--- src/logic/bt_pkg.sv ---
// Shared widths, frame layout and enums for the sensor stream to UART bridge.
// STREAM_COUNT must equal 2**STREAM_ID_W so that stream indices wrap cleanly.
// A frame is the id byte, the payload MSB first, then the id byte again.
`default_nettype none

package bt_pkg;

	localparam int STREAM_COUNT  = 4;
	localparam int STREAM_ID_W   = 2;
	localparam int PAYLOAD_BYTES = 4;
	localparam int BYTE_W        = 8;
	localparam int SAMPLE_W      = PAYLOAD_BYTES * BYTE_W;

	// Payload plus an id byte at each end
	localparam int FRAME_BYTES = PAYLOAD_BYTES + 2;

	typedef logic [2:0] byte_index_t;

	typedef enum logic [2:0] {
		IDLE,
		POP,
		LOAD,
		SEND_BYTE,
		BYTE_GAP,
		PACKET_GAP
	} seq_state_t;

	// Which field feeds the current UART byte
	typedef enum logic {
		OP_ID,
		OP_PAYLOAD
	} frame_op_t;

	typedef struct packed {
		logic [STREAM_ID_W-1:0] id;
		logic [SAMPLE_W-1:0]    payload;
	} packet_t;

endpackage

`default_nettype wire

--- src/logic/stream_read_if.sv ---
// Read path from the FIFO bank through the arbiter to the sequencer.
// pop is a single-cycle pulse and removes the head of stream grant_id.
`timescale 1ns/1ns
`default_nettype none

interface stream_read_if;

	logic [bt_pkg::STREAM_COUNT-1:0] not_empty;
	logic [bt_pkg::SAMPLE_W-1:0]     head [bt_pkg::STREAM_COUNT];
	logic                            grant_valid;
	logic [bt_pkg::STREAM_ID_W-1:0]  grant_id;
	logic                            pop;

	modport fifo (output not_empty, output head, input grant_id, input pop);

	modport arbiter (input not_empty, output grant_valid, output grant_id, input pop);

	modport sequencer (input grant_valid, input grant_id, input head, output pop);

endinterface

`default_nettype wire

--- src/logic/packet_sequencer.sv ---
// Pops one granted sample, frames it and hands the bytes to the UART one by one.
// BYTE_GAP and PACKET_GAP must both be at least 1.
// send_enable_i is only looked at in IDLE, so a begun packet always completes.
`timescale 1ns/1ns
`default_nettype none

module packet_sequencer #(
	parameter int BYTE_GAP   = 20,
	parameter int PACKET_GAP = 60
) (
	input  wire                        clock,
	input  wire                        reset,
	input  wire                        send_enable_i,
	stream_read_if.sequencer           rd,
	output logic                       tx_start,
	output logic [bt_pkg::BYTE_W-1:0]  tx_data,
	input  wire                        tx_busy
);

	localparam int GAP_MAX = (BYTE_GAP > PACKET_GAP) ? BYTE_GAP : PACKET_GAP;
	localparam int GAP_W = $clog2(GAP_MAX + 1);

	bt_pkg::seq_state_t  state_q;
	bt_pkg::packet_t     frame_q;
	bt_pkg::byte_index_t byte_idx;
	bt_pkg::frame_op_t   op;
	logic [GAP_W-1:0]    gap_cnt;
	logic                tx_start_q;

	assign rd.pop = (state_q == bt_pkg::POP);
	assign tx_start = tx_start_q;

	// Id at both ends of the frame, payload in between
	assign op = (byte_idx == '0 || byte_idx == bt_pkg::byte_index_t'(bt_pkg::FRAME_BYTES - 1))
		? bt_pkg::OP_ID : bt_pkg::OP_PAYLOAD;

	always_comb
	begin
		if (op == bt_pkg::OP_ID)
			tx_data = bt_pkg::BYTE_W'(frame_q.id);
		else
			tx_data = frame_q.payload[(bt_pkg::PAYLOAD_BYTES - int'(byte_idx)) * bt_pkg::BYTE_W
				+: bt_pkg::BYTE_W];
	end

	// Sample and id are captured on the pop edge, before the head moves
	always_ff @(posedge clock)
	begin
		if (state_q == bt_pkg::POP)
			frame_q <= {rd.grant_id, rd.head[rd.grant_id]};
	end

	always_ff @(posedge clock or posedge reset)
	begin
		if (reset)
		begin
			state_q <= bt_pkg::IDLE;
			byte_idx <= '0;
			gap_cnt <= '0;
			tx_start_q <= 1'b0;
		end
		else
		begin
			tx_start_q <= 1'b0;
			case (state_q)
				bt_pkg::IDLE:
				begin
					if (send_enable_i && rd.grant_valid)
						state_q <= bt_pkg::POP;
				end
				bt_pkg::POP:
				begin
					state_q <= bt_pkg::LOAD;
				end
				bt_pkg::LOAD:
				begin
					byte_idx <= '0;
					tx_start_q <= 1'b1;
					state_q <= bt_pkg::SEND_BYTE;
				end
				bt_pkg::SEND_BYTE:
				begin
					// Busy only rises the cycle after the start pulse
					if (!tx_start_q && !tx_busy)
					begin
						gap_cnt <= '0;
						if (byte_idx == bt_pkg::byte_index_t'(bt_pkg::FRAME_BYTES - 1))
							state_q <= bt_pkg::PACKET_GAP;
						else
							state_q <= bt_pkg::BYTE_GAP;
					end
				end
				bt_pkg::BYTE_GAP:
				begin
					gap_cnt <= gap_cnt + 1'b1;
					if (gap_cnt == GAP_W'(BYTE_GAP - 1))
					begin
						byte_idx <= byte_idx + 1'b1;
						tx_start_q <= 1'b1;
						state_q <= bt_pkg::SEND_BYTE;
					end
				end
				bt_pkg::PACKET_GAP:
				begin
					gap_cnt <= gap_cnt + 1'b1;
					if (gap_cnt == GAP_W'(PACKET_GAP - 1))
						state_q <= bt_pkg::IDLE;
				end
				default:
				begin
					state_q <= bt_pkg::IDLE;
				end
			endcase
		end
	end

	assert property (@(posedge clock) disable iff (reset) tx_start |-> !tx_busy);

endmodule

`default_nettype wire

--- src/logic/sample_fifo_bank.sv ---
// One circular sample FIFO per stream behind a write-only Wishbone classic slave.
// FIFO_DEPTH must be a power of two, at least 2.
// Ack is withheld while the addressed FIFO is full; reads are acked with no effect.
// The sample is stored on the edge that ends the ack cycle.
`timescale 1ns/1ns
`default_nettype none

module sample_fifo_bank #(
	parameter int FIFO_DEPTH = 4
) (
	input  wire                              clock,
	input  wire                              reset,
	input  wire                              wb_cyc_i,
	input  wire                              wb_stb_i,
	input  wire                              wb_we_i,
	input  wire [bt_pkg::STREAM_ID_W-1:0]    wb_adr_i,
	input  wire [bt_pkg::SAMPLE_W-1:0]       wb_dat_i,
	output logic                             wb_ack_o,
	stream_read_if.fifo                      rd
);

	localparam int PTR_W = $clog2(FIFO_DEPTH);

	logic [bt_pkg::SAMPLE_W-1:0] mem [bt_pkg::STREAM_COUNT][FIFO_DEPTH];
	logic [PTR_W-1:0]            wr_ptr [bt_pkg::STREAM_COUNT];
	logic [PTR_W-1:0]            rd_ptr [bt_pkg::STREAM_COUNT];
	logic [PTR_W:0]              count [bt_pkg::STREAM_COUNT];
	logic [bt_pkg::STREAM_COUNT-1:0] full;
	logic                        ack_q;
	logic                        push;

	assign push = ack_q && wb_we_i;
	assign wb_ack_o = ack_q;

	always_comb
	begin
		for (int i = 0; i < bt_pkg::STREAM_COUNT; i++)
		begin
			full[i] = (count[i] == (PTR_W + 1)'(FIFO_DEPTH));
			rd.not_empty[i] = (count[i] != '0);
			rd.head[i] = mem[i][rd_ptr[i]];
		end
	end

	// Single-cycle ack, one cycle after a valid cycle to a FIFO with room
	always_ff @(posedge clock or posedge reset)
	begin
		if (reset)
			ack_q <= 1'b0;
		else
			ack_q <= wb_cyc_i && wb_stb_i && !ack_q && (!wb_we_i || !full[wb_adr_i]);
	end

	always_ff @(posedge clock)
	begin
		if (push)
			mem[wb_adr_i][wr_ptr[wb_adr_i]] <= wb_dat_i;
	end

	always_ff @(posedge clock or posedge reset)
	begin
		if (reset)
		begin
			for (int i = 0; i < bt_pkg::STREAM_COUNT; i++)
			begin
				wr_ptr[i] <= '0;
				rd_ptr[i] <= '0;
				count[i] <= '0;
			end
		end
		else
		begin
			for (int i = 0; i < bt_pkg::STREAM_COUNT; i++)
			begin
				if (push && wb_adr_i == bt_pkg::STREAM_ID_W'(i))
					wr_ptr[i] <= wr_ptr[i] + 1'b1;
				if (rd.pop && rd.grant_id == bt_pkg::STREAM_ID_W'(i))
					rd_ptr[i] <= rd_ptr[i] + 1'b1;
				// Simultaneous push and pop leave the count alone
				if ((push && wb_adr_i == bt_pkg::STREAM_ID_W'(i))
						&& !(rd.pop && rd.grant_id == bt_pkg::STREAM_ID_W'(i)))
					count[i] <= count[i] + 1'b1;
				else if (!(push && wb_adr_i == bt_pkg::STREAM_ID_W'(i))
						&& (rd.pop && rd.grant_id == bt_pkg::STREAM_ID_W'(i)))
					count[i] <= count[i] - 1'b1;
			end
		end
	end

	assert property (@(posedge clock) disable iff (reset) push |-> !full[wb_adr_i]);
	assert property (@(posedge clock) disable iff (reset) rd.pop |-> rd.not_empty[rd.grant_id]);

endmodule

`default_nettype wire

--- src/logic/stream_arbiter.sv ---
// Round-robin choice of the next non-empty stream.
// Grant is combinational; the last-served pointer moves only on pop.
// After reset stream 0 has first claim.
`timescale 1ns/1ns
`default_nettype none

module stream_arbiter (
	input  wire            clock,
	input  wire            reset,
	stream_read_if.arbiter rd
);

	logic [bt_pkg::STREAM_ID_W-1:0] last_q;
	logic [bt_pkg::STREAM_ID_W-1:0] grant_id;
	logic                           grant_valid;

	// Walk backwards so the stream nearest after last_q is the one kept
	always_comb
	begin
		logic [bt_pkg::STREAM_ID_W-1:0] cand;
		grant_valid = 1'b0;
		grant_id = last_q;
		for (int k = bt_pkg::STREAM_COUNT; k >= 1; k--)
		begin
			cand = last_q + bt_pkg::STREAM_ID_W'(k);
			if (rd.not_empty[cand])
			begin
				grant_valid = 1'b1;
				grant_id = cand;
			end
		end
	end

	assign rd.grant_valid = grant_valid;
	assign rd.grant_id = grant_id;

	always_ff @(posedge clock or posedge reset)
	begin
		if (reset)
			last_q <= bt_pkg::STREAM_ID_W'(bt_pkg::STREAM_COUNT - 1);
		else if (rd.pop)
			last_q <= grant_id;
	end

	assert property (@(posedge clock) disable iff (reset)
		(grant_valid == (rd.not_empty != '0)) && (grant_valid -> rd.not_empty[grant_id]));

endmodule

`default_nettype wire

--- src/logic/stream_uart_bridge.sv ---
// Sensor sample streams in over Wishbone, framed packets out on a UART line.
// All timing comes from the parameters below; FIFO_DEPTH must be a power of two.
// wb_adr_i selects the stream, wb_dat_i carries one whole sample.
`timescale 1ns/1ns
`default_nettype none

module stream_uart_bridge #(
	parameter int CLOCKS_PER_BIT = 8,
	parameter int BYTE_GAP       = 20,
	parameter int PACKET_GAP     = 60,
	parameter int FIFO_DEPTH     = 4
) (
	input  wire                            clock,
	input  wire                            reset,
	input  wire                            wb_cyc_i,
	input  wire                            wb_stb_i,
	input  wire                            wb_we_i,
	input  wire [bt_pkg::STREAM_ID_W-1:0]  wb_adr_i,
	input  wire [bt_pkg::SAMPLE_W-1:0]     wb_dat_i,
	output logic                           wb_ack_o,
	input  wire                            send_enable_i,
	output logic                           txd_o
);

	logic                      tx_start;
	logic [bt_pkg::BYTE_W-1:0] tx_data;
	logic                      tx_busy;

	stream_read_if rd_if ();

	sample_fifo_bank #(.FIFO_DEPTH(FIFO_DEPTH)) u_fifo_bank (
		.clock(clock), .reset(reset),
		.wb_cyc_i(wb_cyc_i), .wb_stb_i(wb_stb_i), .wb_we_i(wb_we_i),
		.wb_adr_i(wb_adr_i), .wb_dat_i(wb_dat_i), .wb_ack_o(wb_ack_o),
		.rd(rd_if.fifo)
	);

	stream_arbiter u_arbiter (.clock(clock), .reset(reset), .rd(rd_if.arbiter));

	packet_sequencer #(.BYTE_GAP(BYTE_GAP), .PACKET_GAP(PACKET_GAP)) u_sequencer (
		.clock(clock), .reset(reset), .send_enable_i(send_enable_i),
		.rd(rd_if.sequencer),
		.tx_start(tx_start), .tx_data(tx_data), .tx_busy(tx_busy)
	);

	uart_transmitter #(.CLOCKS_PER_BIT(CLOCKS_PER_BIT)) u_uart_tx (
		.clock(clock), .reset(reset),
		.tx_start(tx_start), .tx_data(tx_data),
		.tx_busy(tx_busy), .txd_o(txd_o)
	);

endmodule

`default_nettype wire

--- src/logic/uart_transmitter.sv ---
// 8N1 transmitter, LSB first, line idles high.
// tx_start is taken only while tx_busy is low.
// Busy falls 10*CLOCKS_PER_BIT+1 cycles after the start pulse.
`timescale 1ns/1ns
`default_nettype none

module uart_transmitter #(
	parameter int CLOCKS_PER_BIT = 8
) (
	input  wire                       clock,
	input  wire                       reset,
	input  wire                       tx_start,
	input  wire [bt_pkg::BYTE_W-1:0]  tx_data,
	output logic                      tx_busy,
	output logic                      txd_o
);

	localparam int CNT_W = (CLOCKS_PER_BIT > 1) ? $clog2(CLOCKS_PER_BIT) : 1;

	logic [CNT_W-1:0] clk_cnt;
	logic [3:0]       bit_cnt;
	logic [9:0]       shift_q;

	// Line follows the low end of the shift register
	assign txd_o = shift_q[0];

	always_ff @(posedge clock or posedge reset)
	begin
		if (reset)
		begin
			tx_busy <= 1'b0;
			clk_cnt <= '0;
			bit_cnt <= '0;
			shift_q <= '1;
		end
		else if (!tx_busy)
		begin
			if (tx_start)
			begin
				tx_busy <= 1'b1;
				clk_cnt <= '0;
				bit_cnt <= '0;
				// Stop bit, data, start bit
				shift_q <= {1'b1, tx_data, 1'b0};
			end
		end
		else if (clk_cnt == CNT_W'(CLOCKS_PER_BIT - 1))
		begin
			clk_cnt <= '0;
			shift_q <= {1'b1, shift_q[9:1]};
			if (bit_cnt == 4'd9)
				tx_busy <= 1'b0;
			else
				bit_cnt <= bit_cnt + 1'b1;
		end
		else
		begin
			clk_cnt <= clk_cnt + 1'b1;
		end
	end

endmodule

`default_nettype wire

--- config.mk ---
export PLATFORM = sky130hd
export DESIGN_NAME = stream_uart_bridge
export DESIGN_NICKNAME = d
export VERILOG_FILES = /design/src/logic/bt_pkg.sv /design/src/logic/stream_read_if.sv /design/src/logic/packet_sequencer.sv /design/src/logic/sample_fifo_bank.sv /design/src/logic/stream_arbiter.sv /design/src/logic/stream_uart_bridge.sv /design/src/logic/uart_transmitter.sv
export SDC_FILE = /design/constraint.sdc
export NUM_CORES = 1
export LEC_CHECK = 0
export BUFFER_PORTS_ARGS = -buffer_cell sky130_fd_sc_hd__buf_2
export CORE_ASPECT_RATIO = 0.6
export CORE_UTILIZATION = 65
export CTS_CLUSTER_DIAMETER = 200
export DETAILED_ROUTE_END_ITERATION = 8
export GPL_ROUTABILITY_DRIVEN = 0
export PLACE_DENSITY = 0.86
export SLEW_MARGIN = 25
export SYNTH_ARGS = -nofsm -noshare
export SYNTH_HDL_FRONTEND = slang
export SYNTH_HIERARCHICAL = 1
export SYNTH_SLANG_ARGS = --single-unit
export TNS_END_PERCENT = 20
--- constraint.sdc ---
create_clock -name clock -period 8.3 [get_ports clock]
set_input_delay 0.415 -clock clock [delete_from_list [all_inputs] [get_ports clock]]
set_output_delay 0.415 -clock clock [all_outputs]
set_load 0.05 [all_outputs]
==> results of run 1 <==
worst paths after layout:
kind | start | endpoint | slack (ps) | cells past startpoint
max in group asynchronous | reset | u_fifo_bank/rd_ptr[3] | 7320 | 3
hold / removal | wb_stb_i | u_fifo_bank/wb_ack_o | 70 | 3
hold reg to reg | u_fifo_bank/count[2] | u_fifo_bank/count[2] | 500 | 1
min in group asynchronous | reset | u_sequencer/byte_idx[2] | 440 | 3
setup reg to reg | u_fifo_bank/count[9] | u_fifo_bank/count[5] | 4650 | 12
setup / recovery | u_fifo_bank/count[9] | u_fifo_bank/count[5] | 4650 | 12
synth_stat cells, types with 6 or more instances:
cell,number
a21oi_1,6
buf_2,28
clkbuf_1,20
dfrtp_1,50
dfstp_2,11
edfxtp_1,546
ha_1,12
inv_1,26
mux2_2,6
mux2i_1,7
mux4_2,170
nand2_1,18
nand2b_1,11
nand3_1,7
nand3b_1,6
nor2_1,36
nor2b_1,14
nor3_1,6
o21ai_0,14
or3_1,7
xnor2_1,15
xor2_1,11
logic make-up (layout without fill, tap and decap cells):
family,count (synthesis),after routing,synth area share [%]
DFF,607,607,75.0
muxes,185,185,16.7
AOI/OAI and AO/OA,61,61,1.93
and+or+nand+nor,129,129,3.02
buffers and inverters,80,190,1.51
other,0,2,0
xor gates and xnor gates,26,26,0.952
adders and majority gates,16,16,0.962
registers in the layout, indices dropped and copies added (netlist names):
name / cells
u_uart_tx/bit_cnt: 4
u_fifo_bank/mem: 512
u_sequencer/gap_cnt: 6
u_fifo_bank/wb_ack_o: 1
u_sequencer/frame_q: 34
u_uart_tx/clk_cnt: 3
u_sequencer/byte_idx: 3
u_uart_tx/shift_q: 9
u_fifo_bank/rd_ptr: 8
u_fifo_bank/wr_ptr: 8
u_sequencer/state_q: 3
u_fifo_bank/count: 12
u_sequencer/tx_start: 1
u_arbiter/last_q: 2
u_uart_tx/tx_busy: 1
report_power, final:
part           total (W)  switching [W]  internal, W  leakage, nW
Sequential       0.00345      0.0000556      0.00340         5.61
Clock            0.00254        0.00110      0.00143        0.839
Combinational   0.000238       0.000150    0.0000878         2.00
final cells by class:
class	instances	area (µm²)	area share (%)
Sequential cell	607	18000	67.6
Multi-Input combinational cell	417	5760	21.7
Clock buffer	67	1380	5.19
Tap cell	476	596	2.24
Timing Repair Buffer	66	395	1.49
Clock inverter	31	389	1.46
Inverter	26	97.6	0.367
Antenna cell	2	5.00	0.0188
layer usage:
metal / up-vias / GRT usage, % / wire length [µm]
li1: 4688 / - / -
met1: 6136 / 41.9 / 20200
met2: 749 / 49.8 / 27200
met3: 128 / 6.52 / 6250
met4: 0 / 10.7 / 1690
met5: - / 0 / 0
tightest hold or removal path, stage by stage:
cell	delay, ps
buf_2	90
nand3b_1	70
a41oi_1	50
placed cells by master, fill, tap and decap left out, drive strengths merged, types with 15 or more instances in the layout:
cell type  synthesis  routed
clkbuf            20      67
inv               26      28
mux4             170     170
clkinv             0      15
xnor2             15      15
nand2             19      19
buf               34      65
edfxtp           546     546
nor2              36      36
dfrtp             50      50
per-stage QoR:
step	std cells	setup WS [ps]	hold slack [ps]
2_1_floorplan	1104	4420	292
3_3_place_gp	1591	4840	464
3_5_place_dp	1591	4670	490
4_1_cts	1690	4610	47.6
5_1_grt	1692	4450	77.4
6_report	1692	4650	71.7
==> summary.md, run 1 <==
| Metric | Value |
|---|---|
| Status | `completed` |
| Leak | `about 8.5 nW` |
| I/O pin cnt | `42` |
| Worst hold path type | `input pin to register` |
| Synthesized instance count | `about 1100` |
| Type of element launching the critical path | `register` |
| Initial antenna violation count | `3` |
| Fill cell count | `around 2000` |
| CTS max path bufs | `3` |
| Ys async rst share | `10.0%` |
| Largest net degree at the start of global routing | `44` |
| # DRC | `0` |
| Per-cell routed wire length | `between 30 and 40 µm` |
| Period utilisation layout | `~44%` |
| CP most frequent cell | `xor2_1` |
| Overall Power | `slightly above 0.006 W` |
| Post-DP HPWL | `between 20000 and 30000 µm` |
| WP buf/inv | `2` |
| Synth top area share | `about two thirds` |
| Global-route wire length before repair | `just under 80000 µm` |
| Cts repair resizes | `0` |
| CP Cell Sequence | `or3_1 -> or2b_1 -> a21oi_2 -> a311o_2 -> buf_4 -> nand3b_1 -> ha_1 -> inv_1 -> fa_1 -> xor2_1 -> nor2_1 -> xor2_1` |
| Drt total wl | `55400 µm` |
| Synthesized Nets | `1160` |
| Die area | `~38000 µm²` |
| Max cap viols | `0` |
| Layout area overhead | `11.1%` |
| Die X | `about 250 µm` |
| RSZ-0062 raised after global routing | `false` |
| Max-slew headroom at the worst pin | `around 24%` |
| Drt first pass iters | `5` |
| CTS root buf | `clkbuf_16` |
| Core Box Area | `36300 µm²` |
| Post-Synthesis Cell Area | `23900 µm²` |
| Setup TNS Final | `0 ps` |
| Postcts setup bufs | `0` |
| Worst-Margin Slew | `between 1000 and 1500 ps` |
| Routed vias | `approximately 12000` |
| Share of post-route cells with drive strength above 1 | `30.3%` |
| Post-synth top flop | `edfxtp_1` |
| Critical Path AT | `between 4000 and 5000 ps` |
| DRT iter0 DRCs | `between 1000 and 1500` |
| H-tree depth | `2` |
| DR vias/cell | `6.92` |
| Max Clock Freq | `0.274 GHz` |
| Die Ht | `around 150 µm` |
| Post-synth EDFFs | `around 550` |
| Rows | `between 50 and 60` |
| Routed Antenna Nets | `0` |
| Top area cells in the synthesized netlist | `edfxtp_1, mux4_2, dfrtp_1` |
| TritonCTS clock tree | `built` |
| Synth cell types | `64` |
| Final nets | `roughly 1200` |
| Final Max Tran Viols | `0` |
| Crit. End Element | `register` |
| Vias in the first global route | `12000` |
| GRT Util Overall | `between 30 and 40%` |
| Critical path class | `register to register` |
| Crit-path max cell delay | `a little under 700 ps` |
| Worst-Skew Late Latency | `about 600 ps` |
| Final hold violation count | `0` |
| Clk slew on worst S/H paths | `~70 ps` |
| IO buf count | `41` |
| TritonCTS Sinks | `between 600 and 700` |
| CTS Buf Count | `52` |
| Worst EP required | `approximately 9000 ps` |
| Seq/Total Area, Yosys | `75.0%` |
| CP Max Fanout | `39` |
| Gr ovfl total | `0` |
| CP delay by family, top | `simple AND/OR/NAND/NOR gates` |
| Pwr Density | `approximately 230 nW/µm²` |
| Cell area after layout | `between 20000 and 30000 µm²` |
| Syn Area/Cell | `around 22 µm²` |
| Slowest CP cell | `buf_4` |
| Register bit total from synthesis | `just over 600` |
| Starting Density | `66.0%` |
| Max VDD drop | `183 µV` |
| Post-placement cell area | `24800 µm²` |
| Yosys top cell by area | `edfxtp_1` |
| # setup viols final | `0` |
| Hold Buf Count CTS | `1` |
| Final Skew | `24.7 ps` |
| Synth warnings | `6` |
| Min Tclk post-route | `about 3700 ps` |
| Core Util, Final | `between 70% and 80%` |
(Power assumes the default switching activity.)
==> run 2, diff against run 1 <==
--- a/config.mk
+++ b/config.mk
@@ -7,11 +7,11 @@
 export LEC_CHECK = 0
 export BUFFER_PORTS_ARGS = -buffer_cell sky130_fd_sc_hd__buf_2
 export CORE_ASPECT_RATIO = 0.6
-export CORE_UTILIZATION = 65
+export CORE_UTILIZATION = 62
 export CTS_CLUSTER_DIAMETER = 200
 export DETAILED_ROUTE_END_ITERATION = 8
 export GPL_ROUTABILITY_DRIVEN = 0
-export PLACE_DENSITY = 0.86
+export PLACE_DENSITY = 0.83
 export SLEW_MARGIN = 25
 export SYNTH_ARGS = -nofsm -noshare
 export SYNTH_HDL_FRONTEND = slang
==> constraint.sdc (replaced) <==
create_clock -name clock -period 3.6 [get_ports clock]
set_input_delay 0.18 -clock clock [delete_from_list [all_inputs] [get_ports clock]]
set_output_delay 0.18 -clock clock [all_outputs]
set_load 0.05 [all_outputs]
==> summary.md, run 2 (synthesized netlist as in run 1, its figures left out) <==
| Metric | Value |
|---|---|
| Status | `completed (unchanged)` |
| Min Tclk post-route | `3200 ps (was 3650 ps)` |
| Pwr Density | `522 nW/µm² (was 234 nW/µm²)` |
| Final hold violation count | `0 (unchanged)` |
| Type of element launching the critical path | `register (unchanged)` |
| Drt first pass iters | `5 (unchanged)` |
| Max Clock Freq | `0.313 GHz (was 0.274 GHz)` |
| CP Max Fanout | `6 (was 39)` |
| Most common cell after layout, fill and taps aside | `edfxtp_1 (unchanged)` |
| CTS max path bufs | `3 (unchanged)` |
| Die Ht | `154 µm (was 151 µm)` |
| Crit. End Element | `register (unchanged)` |
| I/O pin cnt | `42 (unchanged)` |
| N_diodes | `0 (was 2)` |
| Starting Density | `63.2% (was 66.0%)` |
| Final Skew | `22.5 ps (was 24.7 ps)` |
| Fill cell count | `2168 (was 1989)` |
| Worst EP required | `4090 ps (was 8810 ps)` |
| H-tree depth | `2 (unchanged)` |
| Die area | `39400 µm² (was 37600 µm²)` |
| GRT Util Overall | `29.0% (was 30.6%)` |
| TritonCTS clock tree | `built (unchanged)` |
| Die X | `256 µm (was 250 µm)` |
| Routed vias | `11900 (was 11700)` |
| Critical Path AT | `3690 ps (was 4170 ps)` |
| RSZ-0062 raised after global routing | `false (unchanged)` |
| CTS root buf | `clkbuf_16 (unchanged)` |
| Routed Antenna Nets | `0 (unchanged)` |
| Post-DP HPWL | `29600 µm (was 28300 µm)` |
| # setup viols final | `0 (unchanged)` |
| Final Max Tran Viols | `0 (unchanged)` |
| Period utilisation layout | `88.8% (was 44.0%)` |
| Commonest non-fill, non-tap cells in the layout | `edfxtp_1, mux4_2, clkbuf_16, dfrtp_1, buf_2 (unchanged)` |
| Vias in the first global route | `12200 (was 12000)` |
| Layout area overhead | `12.7% (was 11.1%)` |
| Max VDD drop | `430 µV (was 183 µV)` |
| DRT iter0 DRCs | `1376 (was 1346)` |
| Worst-Skew Late Latency | `610 ps (was 600 ps)` |
| # DRC | `0 (unchanged)` |
| Critical path class | `register to register (unchanged)` |
| CTS Buf Count | `51 (was 52)` |
| Clk slew on worst S/H paths | `70 ps (about the same)` |
| Leak | `8.62 nW (was 8.46 nW)` |
| Share of post-route cells with drive strength above 1 | `29.8% (was 30.3%)` |
| Rows | `55 (was 54)` |
| Setup TNS Final | `0 ps (unchanged)` |
| Gr ovfl total | `0 (unchanged)` |
| Postcts setup bufs | `0 (unchanged)` |
| Cell area after layout | `27000 µm² (was 26600 µm²)` |
| Drt total wl | `54900 µm (was 55400 µm)` |
| Post-placement cell area | `25000 µm² (was 24800 µm²)` |
| Largest net degree at the start of global routing | `40 (was 44)` |
| Max cap viols | `0 (unchanged)` |
| Per-cell routed wire length | `31.2 µm (was 32.7 µm)` |
| Worst-Margin Slew | `1170 ps (was 1130 ps)` |
| DR vias/cell | `6.73 (was 6.92)` |
| IO buf count | `41 (unchanged)` |
| Max-slew headroom at the worst pin | `22.2% (was 24.4%)` |
| Initial antenna violation count | `3 (unchanged)` |
| Worst hold path type | `input pin to register (unchanged)` |
| Final nets | `1267 (was 1226)` |
| Global-route wire length before repair | `80900 µm (was 79300 µm)` |
| Cts repair resizes | `0 (unchanged)` |
| Core Box Area | `37800 µm² (was 36300 µm²)` |
| TritonCTS Sinks | `607 (unchanged)` |
| Max reg flops | `512 (unchanged)` |
-- run 2: repair_timing --
action / CTS / global route
setup endpoints to repair: 0 / 0
hold buffers: 36 / 0
endpoints found under the hold margin: 565 / 0
-- run 2: final cells by class --
| class | count | area [µm²] | share of cell area, % |
|---|---|---|---|
| clock inverters | 26 | 290 | 1.08 |
| multi-input cells | 417 | 5770 | 21.4 |
| repair buffers | 108 | 873 | 3.24 |
| clock buffers | 66 | 1350 | 5.01 |
| flip-flops and latches | 607 | 18000 | 66.6 |
| inverters | 26 | 97.6 | 0.362 |
| well taps | 513 | 642 | 2.38 |
-- run 2: final timing paths --
kind / slack (ps) / from / end / depth (start not counted)
max in group asynchronous: 2850 / reset / u_fifo_bank/rd_ptr[1] / 3
max: 400 / u_fifo_bank/count[0] / u_fifo_bank/count[10] / 10
min reg2reg: 490 / u_fifo_bank/wr_ptr[0] / u_fifo_bank/wr_ptr[0] / 1
min in group asynchronous: 190 / reset / u_arbiter/last_q[0] / 3
max reg2reg: 400 / u_fifo_bank/count[0] / u_fifo_bank/count[10] / 10
min: 60 / send_enable_i / u_sequencer/state_q[0] / 4
-- run 2: stage by stage --
step           setup WS [ps]  cells  hold WS, ps  total power, W  util (%)
2_1_floorplan           -208   1104         57.0         0.00838         -
3_3_place_gp             582   1635          244         0.00859      66.0
3_5_place_dp             425   1635          262         0.00864      66.0
4_1_cts                  381   1763         45.3          0.0142      71.3
5_1_grt                  262   1763          124          0.0145      71.3
6_report                 402   1763         62.7          0.0141      71.3
-- run 2: power by group --
group,internal [W],switching [W]
Clock,0.00303,0.00253
Combinational,0.000229,0.000345
Sequential,0.00784,0.000119
-- run 2: per-layer routing --
| layer | vias to the layer above | wire length, µm | part of all wire [%] | track usage [%] |
|---|---|---|---|---|
| li1 | 4772 | - | - | - |
| met1 | 6192 | 20400 | 37 | 40.1 |
| met2 | 761 | 26600 | 48 | 46.6 |
| met3 | 128 | 6260 | 11 | 7.06 |
| met4 | 4 | 1570 | 2.9 | 9.38 |
| met5 | - | 54 | 0.098 | 0 |
-- run 2: worst max-delay path, stage by stage (launching register included) --
cell     delay [ps]
dfrtp_1         440
or3_1           460
or2_2           340
o21ai_0         190
o21ai_4         130
nor3b_1         470
inv_1            90
ha_1            220
inv_1            70
fa_1            410
mux2_2          270
